## src/verilog/rv32i_issue_pkg.sv

```systemverilog
package rv32i_issue_pkg;

    // instruction-side definitions shared by the issue stage

    // operation class from the decoder
    // only LD and ST are routed to the memory station
    typedef enum logic [2:0] {
        ALU = 3'd0,
        MUL = 3'd1,
        BR  = 3'd2,
        LD  = 3'd3,
        ST  = 3'd4
    } op_class_e;

    // architectural register index, x0 to x31
    typedef logic [4:0] reg_idx_t;

    // sign-extended immediate from decode
    typedef logic [31:0] imm_t;

    // function select for the execution unit
    typedef logic [3:0] funct_t;

    // decoded control word as delivered by the IR stage
    // op is the top field so the class is easy to spot in waves
    typedef struct packed {
        op_class_e op;
        // destination register
        reg_idx_t  dest_reg;
        // first source operand
        reg_idx_t  src1_reg;
        // second source operand
        reg_idx_t  src2_reg;
        // immediate operand
        imm_t      imm;
        // sub-operation
        funct_t    funct;
    } ctl_word_t;

endpackage
```

## src/verilog/issue_cfg_pkg.sv

```systemverilog
package issue_cfg_pkg;

    // sizing of the issue structures
    localparam int IQ_DEPTH   = 8;
    localparam int ROB_DEPTH  = 8;
    localparam int LSQ_DEPTH  = 4;
    localparam int NUM_ALU_RS = 4;
    // memory station sits right after the alu stations
    localparam int LDST_RS_ID = NUM_ALU_RS;
    localparam int NUM_RS     = NUM_ALU_RS + 1;

    // pointers and occupancy counters
    typedef logic [$clog2(IQ_DEPTH)-1:0]    iq_ptr_t;
    typedef logic [$clog2(IQ_DEPTH+1)-1:0]  iq_cnt_t;
    typedef logic [$clog2(ROB_DEPTH)-1:0]   rob_tag_t;
    typedef logic [$clog2(ROB_DEPTH+1)-1:0] rob_cnt_t;
    typedef logic [$clog2(LSQ_DEPTH+1)-1:0] lsq_cnt_t;

    // station index and one-hot station load vector
    typedef logic [$clog2(NUM_RS)-1:0] rs_id_t;
    typedef logic [NUM_RS-1:0]         rs_sel_t;

    // record reported for every dispatch
    typedef struct packed {
        rv32i_issue_pkg::ctl_word_t word;
        rob_tag_t                   tag;
        rs_id_t                     rs;
    } issue_rec_t;

endpackage

```

## src/verilog/issue_ctrl.sv

```systemverilog
`timescale 1ns/1ps

module issue_ctrl (
    // request side from the IR stage
    input  logic                               ld_iq_i,
    output logic                               ack_o,
    // queue status and head
    input  logic                               fifo_ready_i,
    input  logic                               fifo_valid_i,
    input  rv32i_issue_pkg::ctl_word_t         head_i,
    output logic                               enqueue_o,
    output logic                               dequeue_o,
    // resource status
    input  logic [issue_cfg_pkg::NUM_ALU_RS-1:0] alu_rs_empty_i,
    input  logic                               ldst_rs_empty_i,
    input  logic                               rob_full_i,
    input  logic                               lsq_full_i,
    // allocation strobes
    output issue_cfg_pkg::rs_sel_t             rs_load_o,
    output logic                               rob_load_o,
    output logic                               lsq_load_o
);
    import rv32i_issue_pkg::*;
    import issue_cfg_pkg::*;

    logic                  is_mem;
    logic                  any_alu_free;
    logic [NUM_ALU_RS-1:0] alu_pick;

    // enqueue side
    // acknowledge in the same cycle while the queue has room
    assign ack_o     = ld_iq_i && fifo_ready_i;
    assign enqueue_o = ack_o;

    // head class decides the station kind
    assign is_mem = (head_i.op == LD) || (head_i.op == ST);

    // lowest free alu station
    // isolate the lowest set bit of the empty mask
    assign alu_pick     = alu_rs_empty_i & (~alu_rs_empty_i + 1'b1);
    assign any_alu_free = |alu_rs_empty_i;

    // dequeue side
    always_comb begin
        rs_load_o  = '0;
        dequeue_o  = 1'b0;
        lsq_load_o = 1'b0;
        // every dispatch needs a rob slot
        if (fifo_valid_i && !rob_full_i) begin
            if (is_mem) begin
                // memory ops also need an lsq entry
                if (ldst_rs_empty_i && !lsq_full_i) begin
                    rs_load_o[LDST_RS_ID] = 1'b1;
                    dequeue_o             = 1'b1;
                    lsq_load_o            = 1'b1;
                end
            end else if (any_alu_free) begin
                rs_load_o[NUM_ALU_RS-1:0] = alu_pick;
                dequeue_o                 = 1'b1;
            end
        end
    end

    // tag allocation follows the dequeue
    assign rob_load_o = dequeue_o;

endmodule

```

## src/verilog/issue_fifo.sv

```systemverilog
`timescale 1ns/1ps

module issue_fifo (
    input  logic                       clk,
    input  logic                       rst_i,
    input  rv32i_issue_pkg::ctl_word_t data_i,
    input  logic                       valid_i,
    output logic                       ready_o,
    output logic                       valid_o,
    output rv32i_issue_pkg::ctl_word_t data_o,
    input  logic                       yumi_i
);
    import rv32i_issue_pkg::*;
    import issue_cfg_pkg::*;

    // circular storage of control words
    ctl_word_t mem [IQ_DEPTH];
    iq_ptr_t   wr_ptr_q;
    iq_ptr_t   rd_ptr_q;
    iq_cnt_t   count_q;
    logic      do_push;
    logic      do_pop;

    // room left or head present
    assign ready_o = (count_q < IQ_DEPTH);
    assign valid_o = (count_q != '0);
    // head word straight from storage
    assign data_o  = mem[rd_ptr_q];

    // pop only a valid head
    assign do_pop  = yumi_i && valid_o;
    // a pop in the same edge frees the slot for a push when full
    assign do_push = valid_i && (ready_o || do_pop);

    always_ff @(posedge clk) begin
        if (rst_i) begin
            wr_ptr_q <= '0;
            rd_ptr_q <= '0;
            count_q  <= '0;
        end else begin
            if (do_push) begin
                wr_ptr_q <= (wr_ptr_q == iq_ptr_t'(IQ_DEPTH - 1)) ? '0 : wr_ptr_q + 1'b1;
            end
            if (do_pop) begin
                rd_ptr_q <= (rd_ptr_q == iq_ptr_t'(IQ_DEPTH - 1)) ? '0 : rd_ptr_q + 1'b1;
            end
            // occupancy holds when both happen
            case ({do_push, do_pop})
                2'b10:   count_q <= count_q + 1'b1;
                2'b01:   count_q <= count_q - 1'b1;
                default: count_q <= count_q;
            endcase
        end
    end

    // word storage
    always_ff @(posedge clk) begin
        if (do_push) begin
            mem[wr_ptr_q] <= data_i;
        end
    end

endmodule

```

## src/verilog/issue_top.sv

```systemverilog
`timescale 1ns/1ps

module issue_top (
    input  logic                       clk,
    input  logic                       rst_i,
    // IR stage handshake
    input  logic                       ld_iq_i,
    input  rv32i_issue_pkg::ctl_word_t ctl_word_i,
    output logic                       ack_o,
    // completion strobes
    input  logic                       exec_done_i,
    input  issue_cfg_pkg::rs_id_t      exec_rs_i,
    input  logic                       retire_i,
    input  logic                       mem_done_i,
    // issued record
    output logic                       issue_valid_o,
    output issue_cfg_pkg::issue_rec_t  issue_o,
    output logic                       rob_full_o,
    output logic                       lsq_full_o
);
    import rv32i_issue_pkg::*;
    import issue_cfg_pkg::*;

    logic                  fifo_ready;
    logic                  fifo_valid;
    logic                  enqueue;
    logic                  dequeue;
    ctl_word_t             head_word;
    logic [NUM_ALU_RS-1:0] alu_empty;
    logic                  ldst_empty;
    rs_sel_t               rs_load;
    logic                  rob_load;
    logic                  lsq_load;
    rob_tag_t              tail_tag;
    rs_id_t                disp_rs;
    issue_rec_t            disp_rec;
    logic                  issue_valid_q;
    issue_rec_t            issue_q;

    // in-order issue queue
    issue_fifo i_fifo (
        .clk     (clk),
        .rst_i   (rst_i),
        .data_i  (ctl_word_i),
        .valid_i (enqueue),
        .ready_o (fifo_ready),
        .valid_o (fifo_valid),
        .data_o  (head_word),
        .yumi_i  (dequeue)
    );

    // handshake and dispatch decision
    issue_ctrl i_ctrl (
        .ld_iq_i         (ld_iq_i),
        .ack_o           (ack_o),
        .fifo_ready_i    (fifo_ready),
        .fifo_valid_i    (fifo_valid),
        .head_i          (head_word),
        .enqueue_o       (enqueue),
        .dequeue_o       (dequeue),
        .alu_rs_empty_i  (alu_empty),
        .ldst_rs_empty_i (ldst_empty),
        .rob_full_i      (rob_full_o),
        .lsq_full_i      (lsq_full_o),
        .rs_load_o       (rs_load),
        .rob_load_o      (rob_load),
        .lsq_load_o      (lsq_load)
    );

    // stations take the head word and the tail tag
    res_station_bank i_rs (
        .clk          (clk),
        .rst_i        (rst_i),
        .load_i       (rs_load),
        .word_i       (head_word),
        .tag_i        (tail_tag),
        .exec_done_i  (exec_done_i),
        .exec_rs_i    (exec_rs_i),
        .alu_empty_o  (alu_empty),
        .ldst_empty_o (ldst_empty)
    );

    rob_alloc i_rob (
        .clk        (clk),
        .rst_i      (rst_i),
        .alloc_i    (rob_load),
        .retire_i   (retire_i),
        .tail_tag_o (tail_tag),
        .full_o     (rob_full_o)
    );

    ldst_queue i_lsq (
        .clk        (clk),
        .rst_i      (rst_i),
        .push_i     (lsq_load),
        .mem_done_i (mem_done_i),
        .full_o     (lsq_full_o)
    );

    // one-hot load vector to station index
    always_comb begin
        disp_rs = '0;
        for (int i = 0; i < NUM_RS; i++) begin
            if (rs_load[i]) begin
                disp_rs = rs_id_t'(i);
            end
        end
    end

    assign disp_rec.word = head_word;
    assign disp_rec.tag  = tail_tag;
    assign disp_rec.rs   = disp_rs;

    // valid for one cycle after the dispatch edge
    always_ff @(posedge clk) begin
        if (rst_i) begin
            issue_valid_q <= 1'b0;
        end else begin
            issue_valid_q <= rob_load;
        end
    end

    // record payload
    always_ff @(posedge clk) begin
        if (rob_load) begin
            issue_q <= disp_rec;
        end
    end

    assign issue_valid_o = issue_valid_q;
    assign issue_o       = issue_q;

endmodule

```

## src/verilog/ldst_queue.sv

```systemverilog
`timescale 1ns/1ps

module ldst_queue (
    input  logic clk,
    input  logic rst_i,
    input  logic push_i,
    input  logic mem_done_i,
    output logic full_o
);
    import issue_cfg_pkg::*;

    // memory ops in flight
    lsq_cnt_t count_q;
    logic     do_push;
    logic     do_done;

    assign full_o  = (count_q == LSQ_DEPTH);

    // push only with room left
    assign do_push = push_i && !full_o;
    // done with nothing in flight is dropped
    assign do_done = mem_done_i && (count_q != '0);

    always_ff @(posedge clk) begin
        if (rst_i) begin
            count_q <= '0;
        end else begin
            // push and done together cancel out
            case ({do_push, do_done})
                2'b10:   count_q <= count_q + 1'b1;
                2'b01:   count_q <= count_q - 1'b1;
                default: count_q <= count_q;
            endcase
        end
    end

endmodule

```

## src/verilog/res_station_bank.sv

```systemverilog
`timescale 1ns/1ps

module res_station_bank (
    input  logic                               clk,
    input  logic                               rst_i,
    // one-hot capture from the controller
    input  issue_cfg_pkg::rs_sel_t             load_i,
    input  rv32i_issue_pkg::ctl_word_t         word_i,
    input  issue_cfg_pkg::rob_tag_t            tag_i,
    // completion from execute
    input  logic                               exec_done_i,
    input  issue_cfg_pkg::rs_id_t              exec_rs_i,
    // free flags
    output logic [issue_cfg_pkg::NUM_ALU_RS-1:0] alu_empty_o,
    output logic                               ldst_empty_o
);
    import rv32i_issue_pkg::*;
    import issue_cfg_pkg::*;

    // per-station state
    logic      busy_q [NUM_RS];
    ctl_word_t word_q [NUM_RS];
    rob_tag_t  tag_q  [NUM_RS];

    for (genvar i = 0; i < NUM_RS; i++) begin : g_station
        logic done_hit;

        // completion aimed at this station
        assign done_hit = exec_done_i && (exec_rs_i == rs_id_t'(i));

        always_ff @(posedge clk) begin
            if (rst_i) begin
                busy_q[i] <= 1'b0;
            end else if (load_i[i]) begin
                // controller only loads a free station
                busy_q[i] <= 1'b1;
            end else if (done_hit) begin
                // done on an idle station changes nothing
                busy_q[i] <= 1'b0;
            end
        end

        // payload captured with the load strobe
        always_ff @(posedge clk) begin
            if (load_i[i]) begin
                word_q[i] <= word_i;
                tag_q[i]  <= tag_i;
            end
        end
    end

    // alu free flags
    for (genvar j = 0; j < NUM_ALU_RS; j++) begin : g_alu_empty
        assign alu_empty_o[j] = !busy_q[j];
    end

    // memory station free flag
    assign ldst_empty_o = !busy_q[LDST_RS_ID];

endmodule

```

## src/verilog/rob_alloc.sv

```systemverilog
`timescale 1ns/1ps

module rob_alloc (
    input  logic                    clk,
    input  logic                    rst_i,
    input  logic                    alloc_i,
    input  logic                    retire_i,
    output issue_cfg_pkg::rob_tag_t tail_tag_o,
    output logic                    full_o
);
    import issue_cfg_pkg::*;

    // oldest entry and next free entry
    rob_tag_t head_q;
    rob_tag_t tail_q;
    rob_cnt_t count_q;
    logic     do_alloc;
    logic     do_retire;

    assign full_o     = (count_q == ROB_DEPTH);
    // next dispatch gets the tail tag
    assign tail_tag_o = tail_q;

    // no allocation into a full buffer
    assign do_alloc  = alloc_i && !full_o;
    // retire of an empty buffer is dropped
    assign do_retire = retire_i && (count_q != '0);

    always_ff @(posedge clk) begin
        if (rst_i) begin
            head_q  <= '0;
            tail_q  <= '0;
            count_q <= '0;
        end else begin
            if (do_alloc) begin
                tail_q <= (tail_q == rob_tag_t'(ROB_DEPTH - 1)) ? '0 : tail_q + 1'b1;
            end
            // in-order retire from the head
            if (do_retire) begin
                head_q <= (head_q == rob_tag_t'(ROB_DEPTH - 1)) ? '0 : head_q + 1'b1;
            end
            case ({do_alloc, do_retire})
                2'b10:   count_q <= count_q + 1'b1;
                2'b01:   count_q <= count_q - 1'b1;
                default: count_q <= count_q;
            endcase
        end
    end

endmodule

```

## config.mk

```make
export PLATFORM = sky130hd
export DESIGN_NAME = issue_top
export DESIGN_NICKNAME = d
export VERILOG_FILES = /design/src/verilog/rv32i_issue_pkg.sv /design/src/verilog/issue_cfg_pkg.sv /design/src/verilog/issue_ctrl.sv /design/src/verilog/issue_fifo.sv /design/src/verilog/issue_top.sv /design/src/verilog/ldst_queue.sv /design/src/verilog/res_station_bank.sv /design/src/verilog/rob_alloc.sv
export SDC_FILE = /design/constraint.sdc
export NUM_CORES = 1
export LEC_CHECK = 0
export ABC_CLOCK_PERIOD_IN_PS = 14100
export BUFFER_PORTS_ARGS = -buffer_cell sky130_fd_sc_hd__buf_4
export CAP_MARGIN = 20
export CORE_ASPECT_RATIO = 0.9
export CORE_MARGIN = 4
export CORE_UTILIZATION = 55
export CTS_CLUSTER_SIZE = 20
export DETAILED_ROUTE_END_ITERATION = 8
export PLACE_DENSITY = 0.82
export RECOVER_POWER = 25
export SKIP_CTS_REPAIR_TIMING = 1
export SYNTH_ARGS = -nofsm -noshare
export SYNTH_HDL_FRONTEND = slang
export SYNTH_HIERARCHICAL = 1
export SYNTH_SLANG_ARGS = --single-unit
```

## constraint.sdc

```tcl
create_clock -name clk -period 14.1 [get_ports clk]
set_input_delay 3.525 -clock clk [delete_from_list [all_inputs] [get_ports clk]]
set_output_delay 3.525 -clock clk [all_outputs]
set_load 0.02 [all_outputs]
```

# == Word level (Yosys, flattened, before mapping) ==
# Memories as Yosys holds them, arrays and structs flattened. A register that Yosys moved wholly into a read port is not among the register bits.
# Index checks and enable logic that the tools add are counted.
# totals
ff_bits,81
mem_bits_rw,437
output_inout_bits,64
memories,2
# op_classes
addsub,10
n_lt_le_gt_ge,1
eq_ne,17
n_mux,69
n_bitwise,12
reduce_logical,31
# mem_list
name,words,word_bits,read_ports,rd_clocked_by_memory_dff,write_ports,line,source
i_fifo.mem,8,54,1,1,1,issue_fifo.sv:17,ctl_word_t mem [IQ_DEPTH];
i_rs.busy_q,5,1,5,0,5,res_station_bank.sv:21,logic busy_q [NUM_RS];
# ops
cell,n
$mux W1,56
$mux W3,7
$eq A3 B3 Y1 const B,6
$pmux W4 S2,2
$logic_and A1 B1 Y1,14
$add A3 B1 Y3 const B,4
$add A4 B1 Y4 const B,3
$or A1 B1 Y1,10
$eq A3 B2 Y1 const B,3
$mux W4,2
$reduce_bool A4 Y1,2
$sub A4 B1 Y4 const B,2
$logic_not A1 Y1,7
$eq A2 B1 Y1 const B,3
$eq A2 B2 Y1 const B,3
$pmux W3 S2,1
$reduce_bool A2 Y1,3
$mux W5,1
$and A4 B4 Y4,1
$eq A4 B4 Y1 const B,1
$lt A4 B4 Y1 const B,1
$not A4 Y4,1
$reduce_or A4 Y1,1
$eq A3 B1 Y1 const B,1
4 further kinds,5

# == Depth between registers and ports, before layout ==
# Gate-level depths: netlist (run 1).
# An unclocked memory read counts as a cell.
# logic_depth
word_depth,13
ltp_mapped,17

# == By module ==
# Netlist (run 1), hierarchy kept.
# by_module_without_submodules
module,n_inst,cells_each,area_per_inst_um2,seq_area_each_um2
issue_fifo,1,699,16843.7,13232.7
issue_top,1,67,1854.3,1821.7
rob_alloc,1,44,411.6,140.1
res_station_bank,1,25,280.3,150.1
ldst_queue,1,20,175.2,60.1
issue_ctrl,1,19,127.6,0.0

# == Least setup slack after synthesis (run 1) ==
# No wires, ideal clock.
# synth_timing
path_type,input to register
startpoint,input port ld_iq_i
endpoint,memory i_fifo/mem[0][0] (netlist bit) (enable)
setup_time_ps,599
arrival_time_ps,9208
slack_ps,4292
path_stages,4
path_cell_list,and2_1 buf_4 o21ai_2 nor4_1
# synth_between
elab_chain_len,4
# synth_lines
item,line,source
from (decl),issue_top.sv:7,"input logic ld_iq_i,"
$logic_and A1 B1 Y1,issue_ctrl.sv:32,assign ack_o = ld_iq_i && fifo_ready_i;
via enqueue,issue_top.sv:26,logic enqueue;
$logic_and A1 B1 Y1,issue_fifo.sv:33,assign do_push = valid_i && (ready_o || do_pop);
$mux W1,issue_fifo.sv:58,if (do_push) begin
$mux W1 (not written as such),issue_fifo.sv:59,mem[wr_ptr_q] <= data_i;
to (decl),issue_fifo.sv:17,
# The timed path passes the listed nets, and every way through them passes these cells.

==> results of run 1 <==
==> synth_stat cells (all sizes together), types with 2 or more instances <==
cell    number  area share
o21ai        3     0.00095
buf         22      0.0083
nand2b       7      0.0022
ha          13      0.0083
xor2         7      0.0031
a311o        3      0.0015
dfxtp       24       0.024
edfxtp     497        0.76
o31ai        2     0.00076
inv         15      0.0029
nand2        7      0.0013
nor4         3     0.00095
and3         3     0.00095
clkbuf      14      0.0027
or3          3     0.00095
and3b        2     0.00089
nor3b        2     0.00076
mux2i        5      0.0025
or4          2     0.00076
and2         2     0.00064
mux2        55       0.031
a21oi       16      0.0043
fa           2      0.0020
nor3         8      0.0020
nor2b        9      0.0032
nor2        28      0.0053
a211o        2     0.00089
mux4       108        0.12
==> logic make-up (layout without fill, tap and decap cells) <==
group	Yosys count	after routing
buf+inv	51	242
other cells	0	1
flops	521	521
fa+ha+maj	15	15
simple gates	81	81
xor+xnor	7	7
compound gates	31	31
mux	168	168
==> through the flow <==
step           setup WS [ps]  instances
2_1_floorplan           4290        874
3_3_place_gp            6580       1448
3_5_place_dp            6580       1448
4_1_cts                 6580       1534
5_1_grt                 3580       1534
6_report                4900       1535
==> layout make-up <==
class                      instances  area, µm²  share of cell area
clock inverter                    28        164             0.00730
sequential                       521      15400               0.686
timing repair buffer             141        905              0.0403
inverter                          15       56.3             0.00251
clock buffer                      58       1260              0.0561
antenna                            1       2.50            0.000111
tap                              469        587              0.0261
multi-input combinational        302       4080               0.182
==> power groups by stage <==
stage	Sequential [mW]	Combinational, mW	Clock, mW
final	1.98	0.713	1.18
after CTS	1.98	0.725	1.21
after global routing	1.99	0.769	1.28
after detailed placement	2.01	0.717	0
after global placement	2.01	0.703	0
after floorplan	2.10	0.338	0
==> cell usage in the layout, fill, tap and decap left out, types with 3 or more instances in the layout <==
master / count
nand2b_1: 7
clkbuf_1: 50
buf_4: 100
or3_1: 3
mux2_1: 12
edfxtp_1: 497
nor3_2: 4
inv_1: 15
and3_1: 3
clkinv_2: 9
a21oi_1: 15
mux2_2: 43
ha_1: 13
dfxtp_1: 22
nor2_1: 25
clkinv_1: 13
nor2b_1: 8
mux4_2: 108
a311o_1: 3
nor3_1: 4
xor2_1: 7
clkbuf_16: 49
nand2_1: 7
mux2i_1: 5
nor2_4: 3
clkinvlp_4: 3
==> registers in the layout, indices dropped and copies added (netlist names), named ones only <==
register / flops
i_fifo/rd_ptr_q: 3
i_lsq/count_q: 3
issue_o: 60
i_fifo/mem: 432
issue_valid_o: 1
i_fifo/wr_ptr_q: 3
i_rob/tail_tag_o: 3
i_fifo/count_q: 4
i_rs/busy_q: 5
i_rob/count_q: 4
==> layer usage <==
layer	vias to the layer above	track usage
met5	-	0
met4	12	0.0496
met3	63	0.0465
met2	314	0.309
met1	4762	0.280
li1	3925	-
==> worst min path at each step <==
stage	to	slack, ps	depth (start not counted)
finish	issue_o[4]$_DFFE_PP_	470	0
global route	issue_o[4]$_DFFE_PP_	490	0
CTS	issue_o[4]$_DFFE_PP_	470	0
detailed placement	issue_o[4]$_DFFE_PP_	450	0
global placement	issue_o[4]$_DFFE_PP_	450	0
floorplan	issue_o[4]$_DFFE_PP_	430	0
==> out/results.txt, run 1 <==
status -> finished, violations left
failing checks -> max-capacitance violations, max-slew violations
number of synthesized flops with an enable pin -> 497
RSZ-0062 raised after global routing -> no
Worst Skew -> 20.5 ps
Max Cap Viol -> 3
min cycle time layout -> 9200 ps
most repeated library cell on the critical path -> a21oi_1
FF+latch count, synth -> 521
DRT antenna net count -> 0
GPL Wtd Cong -> 0.706
Post-synth top flop -> edfxtp_1
fraction of layout cells with a size suffix above 1 -> 0.311
WL/cell -> 24.6 µm
routed length on met1 -> 16.0 mm
post-layout instance area -> 22500 µm²
TritonCTS buffer count -> 48
reg2reg end -> i_rob/count_q[3]$_SDFFE_PP0P_
worst slew pin tran -> 3130 ps
Fillers -> 2267
dpl hpwl -> 20.2 mm
Seq pwr share -> 0.511
DRC viols -> 0
CTS tree -> built
share of flip-flops with an asynchronous set or reset -> 0
cells after synthesis -> 874
compound-gate portion of the synthesized area -> 0.0106
height of the die -> 188 µm
Combinational Power Share -> 0.184
metal3 WL -> 2.57 mm
adder-cell share of the synthesized area -> 0.0103
initial antenna violation count -> 6
vias in the first global route -> 9537
final hold vios -> 0
Nets -> 1107
CP startpoint kind -> flip-flop
CP Depth -> 14
Rows -> 65
Syn. warnings -> 6
clk_lat worst skew -> 570 ps
via count -> 9076
cell area after synthesis -> 19700 µm²
flop2flop setup slack -> 4900 ps
Clock Path Buffers -> 3
clock share of power -> 0.305
crit path kind -> flip-flop to flip-flop
Worst slew margin -> -1.09
multiplexer share of the synthesized area -> 0.158
critical-path cell with the highest stage delay -> clkbuf_1
Hold/Removal Path Class -> flip-flop to flip-flop
worst path required time -> 14590 ps
Core Region -> 35200 µm²
Sw Ratio -> 0.264
XOR/XNOR Fraction of Synth Area -> 0.00311
final WL -> 37.8 mm
htree depth -> 2
first drt pass iteration count -> 5
Final Core Density -> 0.638
Crit path buffers/inverters -> 2
Highest Signal Layer -> met5
pwr/cell area -> 172 nW/µm²
max-slew violations -> 113
Setup crit end kind -> flip-flop
Port Buf Inserts -> 126
clock root buffer -> clkbuf_16
critical path arrival -> 9690 ps
Simple-Gate Fraction of Synth Area -> 0.0224
WHS -> 471 ps
syn nets -> 952
part of the cycle the worst path needs -> 0.653
IO Pins -> 127
CP top delay family -> buffers and inverters
Starting Density -> 0.559
Die Area -> 38900 µm²
largest net degree at the start of global routing -> 65
main combinational cell family by area after synthesis -> multiplexers
Area Overhead vs Synth -> 14.1%
sequential area share after synthesis -> 0.782
Internal Power -> 2.85 mW
Crit Path Max Fanout -> 64
peak supply drop -> 0.000139 V
GRT Overall Usage -> 0.195
Placed Area -> 21200 µm²
Die W -> 207 µm
P_sw -> 1.02 mW
Cell variety after synth -> 46
# setup viols final -> 0
CTS clock-pin slew for the worst setup and hold paths -> 70 ps
setup_tns -> 0 ps
fmax -> 109 MHz
Worst Setup EP -> i_rob/count_q[3]$_SDFFE_PP0P_
r2r worst-path depth -> 14
grt total ovfl -> 0
metal2 WL -> 18.5 mm
CP cell instances -> clkbuf_1 > mux4_2 > mux2_1 > nor3b_1 > nor2_1 > o31ai_4 > buf_4 > nand2b_1 > ha_1 > ha_1 > a21oi_1 > a21oi_1 > or4_1 > a21oi_1
Lkg Pwr -> 7.19 nW
HP Start -> i_rob/tail_tag_o[1]$_SDFFE_PP0P_
Mean Syn Cell Area -> 22.5 µm²
total power draw -> 3.87 mW
initial DRC count -> 849
CTS Sinks -> 521
Via density -> 5.91
first-pass GRT wire length -> 58.2 mm
Largest stage delay, worst path -> 2260 ps
No activity file was read; power rests on OpenSTA's default activity.
==> run 2, diff against run 1 <==
--- a/config.mk
+++ b/config.mk
@@ -5,15 +5,15 @@
 export SDC_FILE = /design/constraint.sdc
 export NUM_CORES = 1
 export LEC_CHECK = 0
-export ABC_CLOCK_PERIOD_IN_PS = 14100
+export ABC_CLOCK_PERIOD_IN_PS = 7580
 export BUFFER_PORTS_ARGS = -buffer_cell sky130_fd_sc_hd__buf_4
 export CAP_MARGIN = 20
 export CORE_ASPECT_RATIO = 0.9
 export CORE_MARGIN = 4
-export CORE_UTILIZATION = 55
+export CORE_UTILIZATION = 54
 export CTS_CLUSTER_SIZE = 20
 export DETAILED_ROUTE_END_ITERATION = 8
-export PLACE_DENSITY = 0.82
+export PLACE_DENSITY = 0.84
 export RECOVER_POWER = 25
 export SKIP_CTS_REPAIR_TIMING = 1
 export SYNTH_ARGS = -nofsm -noshare
==> constraint.sdc (replaced) <==
create_clock -name clk -period 7.58 [get_ports clk]
set_input_delay 1.895 -clock clk [delete_from_list [all_inputs] [get_ports clk]]
set_output_delay 1.895 -clock clk [all_outputs]
set_load 0.02 [all_outputs]
==> run 2 against run 1 <==
Effect of this change: largest power group unchanged; cell count up 1.2%; power rose by 90%; the flow now finishes without violations; global-route usage is 0.47 points higher; design area up 1.1%.
==> out/results.txt, run 2 (synthesis results as in run 1) <==
min cycle time layout -> 5230 ps
max-slew violations -> 0
htree depth -> 2
Seq pwr share -> 0.498
pwr/cell area -> 324 nW/µm²
Setup crit end kind -> flip-flop
part of the cycle the worst path needs -> 0.690
CTS tree -> built
Crit Path Max Fanout -> 67
GRT Overall Usage -> 0.199
Max Cap Viol -> 0
height of the die -> 189 µm
TritonCTS buffer count -> 50
crit path kind -> flip-flop to flip-flop
IO Pins -> 127
setup_tns -> 0 ps
Die Area -> 39600 µm²
Crit path buffers/inverters -> 2
RSZ-0062 raised after global routing -> no
Area Overhead vs Synth -> 15.3%
Port Buf Inserts -> 126
most frequent cells in the layout -> edfxtp_1, mux4_2, buf_4
CP cell instances -> mux4_2 > mux2_2 > and3b_1 > or4_1 > o31ai_4 > buf_4 > o41ai_1 > inv_1 > ha_1 > xor2_1 > ha_1 > a21oi_1 > xor2_1 > or3_1 > a21oi_1
critical-path cell with the highest stage delay -> dfxtp_4
Core Region -> 36100 µm²
Final Core Density -> 0.629
Via density -> 5.95
initial DRC count -> 876
final hold vios -> 0
Clock Path Buffers -> 3
final setup margin -> 2350 ps
via count -> 9254
Largest register FFs -> 432
Largest stage delay, worst path -> 990 ps
Nets -> 1116
commonest non-fill, non-tap cell in the layout -> edfxtp_1
fraction of layout cells with a size suffix above 1 -> 0.329
CTS clock-pin slew for the worst setup and hold paths -> 60 ps
Worst slew margin -> 0.331
Die W -> 209 µm
WL/cell -> 25.4 µm
initial antenna violation count -> 1
status -> completed
Starting Density -> 0.546
P_sw -> 1.94 mW
Rows -> 66
Hold/Removal Path Class -> flip-flop to flip-flop
total power draw -> 7.35 mW
DRT antenna net count -> 0
CTS Sinks -> 521
vias in the first global route -> 9616
Internal Power -> 5.41 mW
clock root buffer -> clkbuf_16
grt total ovfl -> 0
Combinational Power Share -> 0.184
first-pass GRT wire length -> 60.1 mm
# setup viols final -> 0
dpl hpwl -> 22.1 mm
worst path required time -> 8060 ps
fmax -> 191 MHz
largest net degree at the start of global routing -> 68
first drt pass iteration count -> 5
CP startpoint kind -> flip-flop
clk_lat worst skew -> 550 ps
GPL Wtd Cong -> 0.763
Sw Ratio -> 0.264
worst slew pin tran -> 996 ps
clock share of power -> 0.318
DRC viols -> 0
dpl cells -> 1460
final WL -> 39.4 mm
Fillers -> 2347
Worst Skew -> 15.4 ps
Largest Register -> i_fifo/mem
Lkg Pwr -> 7.31 nW
peak supply drop -> 0.000226 V
Place WS -> 2490 ps
fin cells -> 1554
CP top delay family -> simple AND/OR/NAND/NOR gates
antenna cells -> 0
critical path arrival -> 5710 ps
==> run 2: cell count changes in the layout (fill, tap and decap cells not counted), sizes merged <==
cell,delta
clkbuf,+9
buf,+6
bufinv,+1
clkinv,-1
clkinvlp,-1
diode,-1
inv,-1
==> run 2: path summary, 6_finish.rpt <==
path / endpoint / from / slack [ps] / cells after the start
setup / recovery: i_fifo/count_q[2]$_SDFFE_PP0P_ / flip-flop / 2350 / 15
hold / removal: issue_o[4]$_DFFE_PP_ / i_rob/tail_tag_o[1]$_SDFFE_PP0P_ / 460 / 0
setup reg to reg: i_fifo/count_q[2]$_SDFFE_PP0P_ / flip-flop / 2350 / 15
hold reg to reg: issue_o[4]$_DFFE_PP_ / i_rob/tail_tag_o[1]$_SDFFE_PP0P_ / 460 / 0
==> run 2: per-layer routing <==
metal / track usage / share of wire / vias up
li1: - / - / 3943
met1: 0.281 / 0.40 / 4863
met2: 0.330 / 0.52 / 378
met3: 0.0320 / 0.061 / 68
met4: 0.0572 / 0.024 / 2
met5: 0 / 0.00033 / -
==> run 2: through the flow <==
step | area (µm²) | hold WS, ps
floorplan | 19700 | 434
global placement | 21200 | 448
detailed placement | 21300 | 453
CTS | 22800 | 469
global route | 22700 | 485
finish | 22700 | 460
==> run 2: cell type report <==
class / instances / area, µm² / share of cell area
Sequential cell: 521 / 15400 / 0.679
Tap cell: 476 / 596 / 0.0262
Timing Repair Buffer: 148 / 1030 / 0.0453
Inverter: 15 / 56.3 / 0.00248
Clock buffer: 66 / 1350 / 0.0595
Clock inverter: 26 / 176 / 0.00777
Multi-Input combinational cell: 302 / 4090 / 0.180
==> run 2: power groups by stage <==
stage          logic [mW]  registers, mW  clock network [mW]
2_1_floorplan       0.630           3.90                   0
3_3_place_gp         1.32           3.72                   0
3_5_place_dp         1.35           3.72                   0
4_1_cts              1.37           3.67                2.38
5_1_grt              1.44           3.70                2.52
6_report             1.35           3.66                2.34
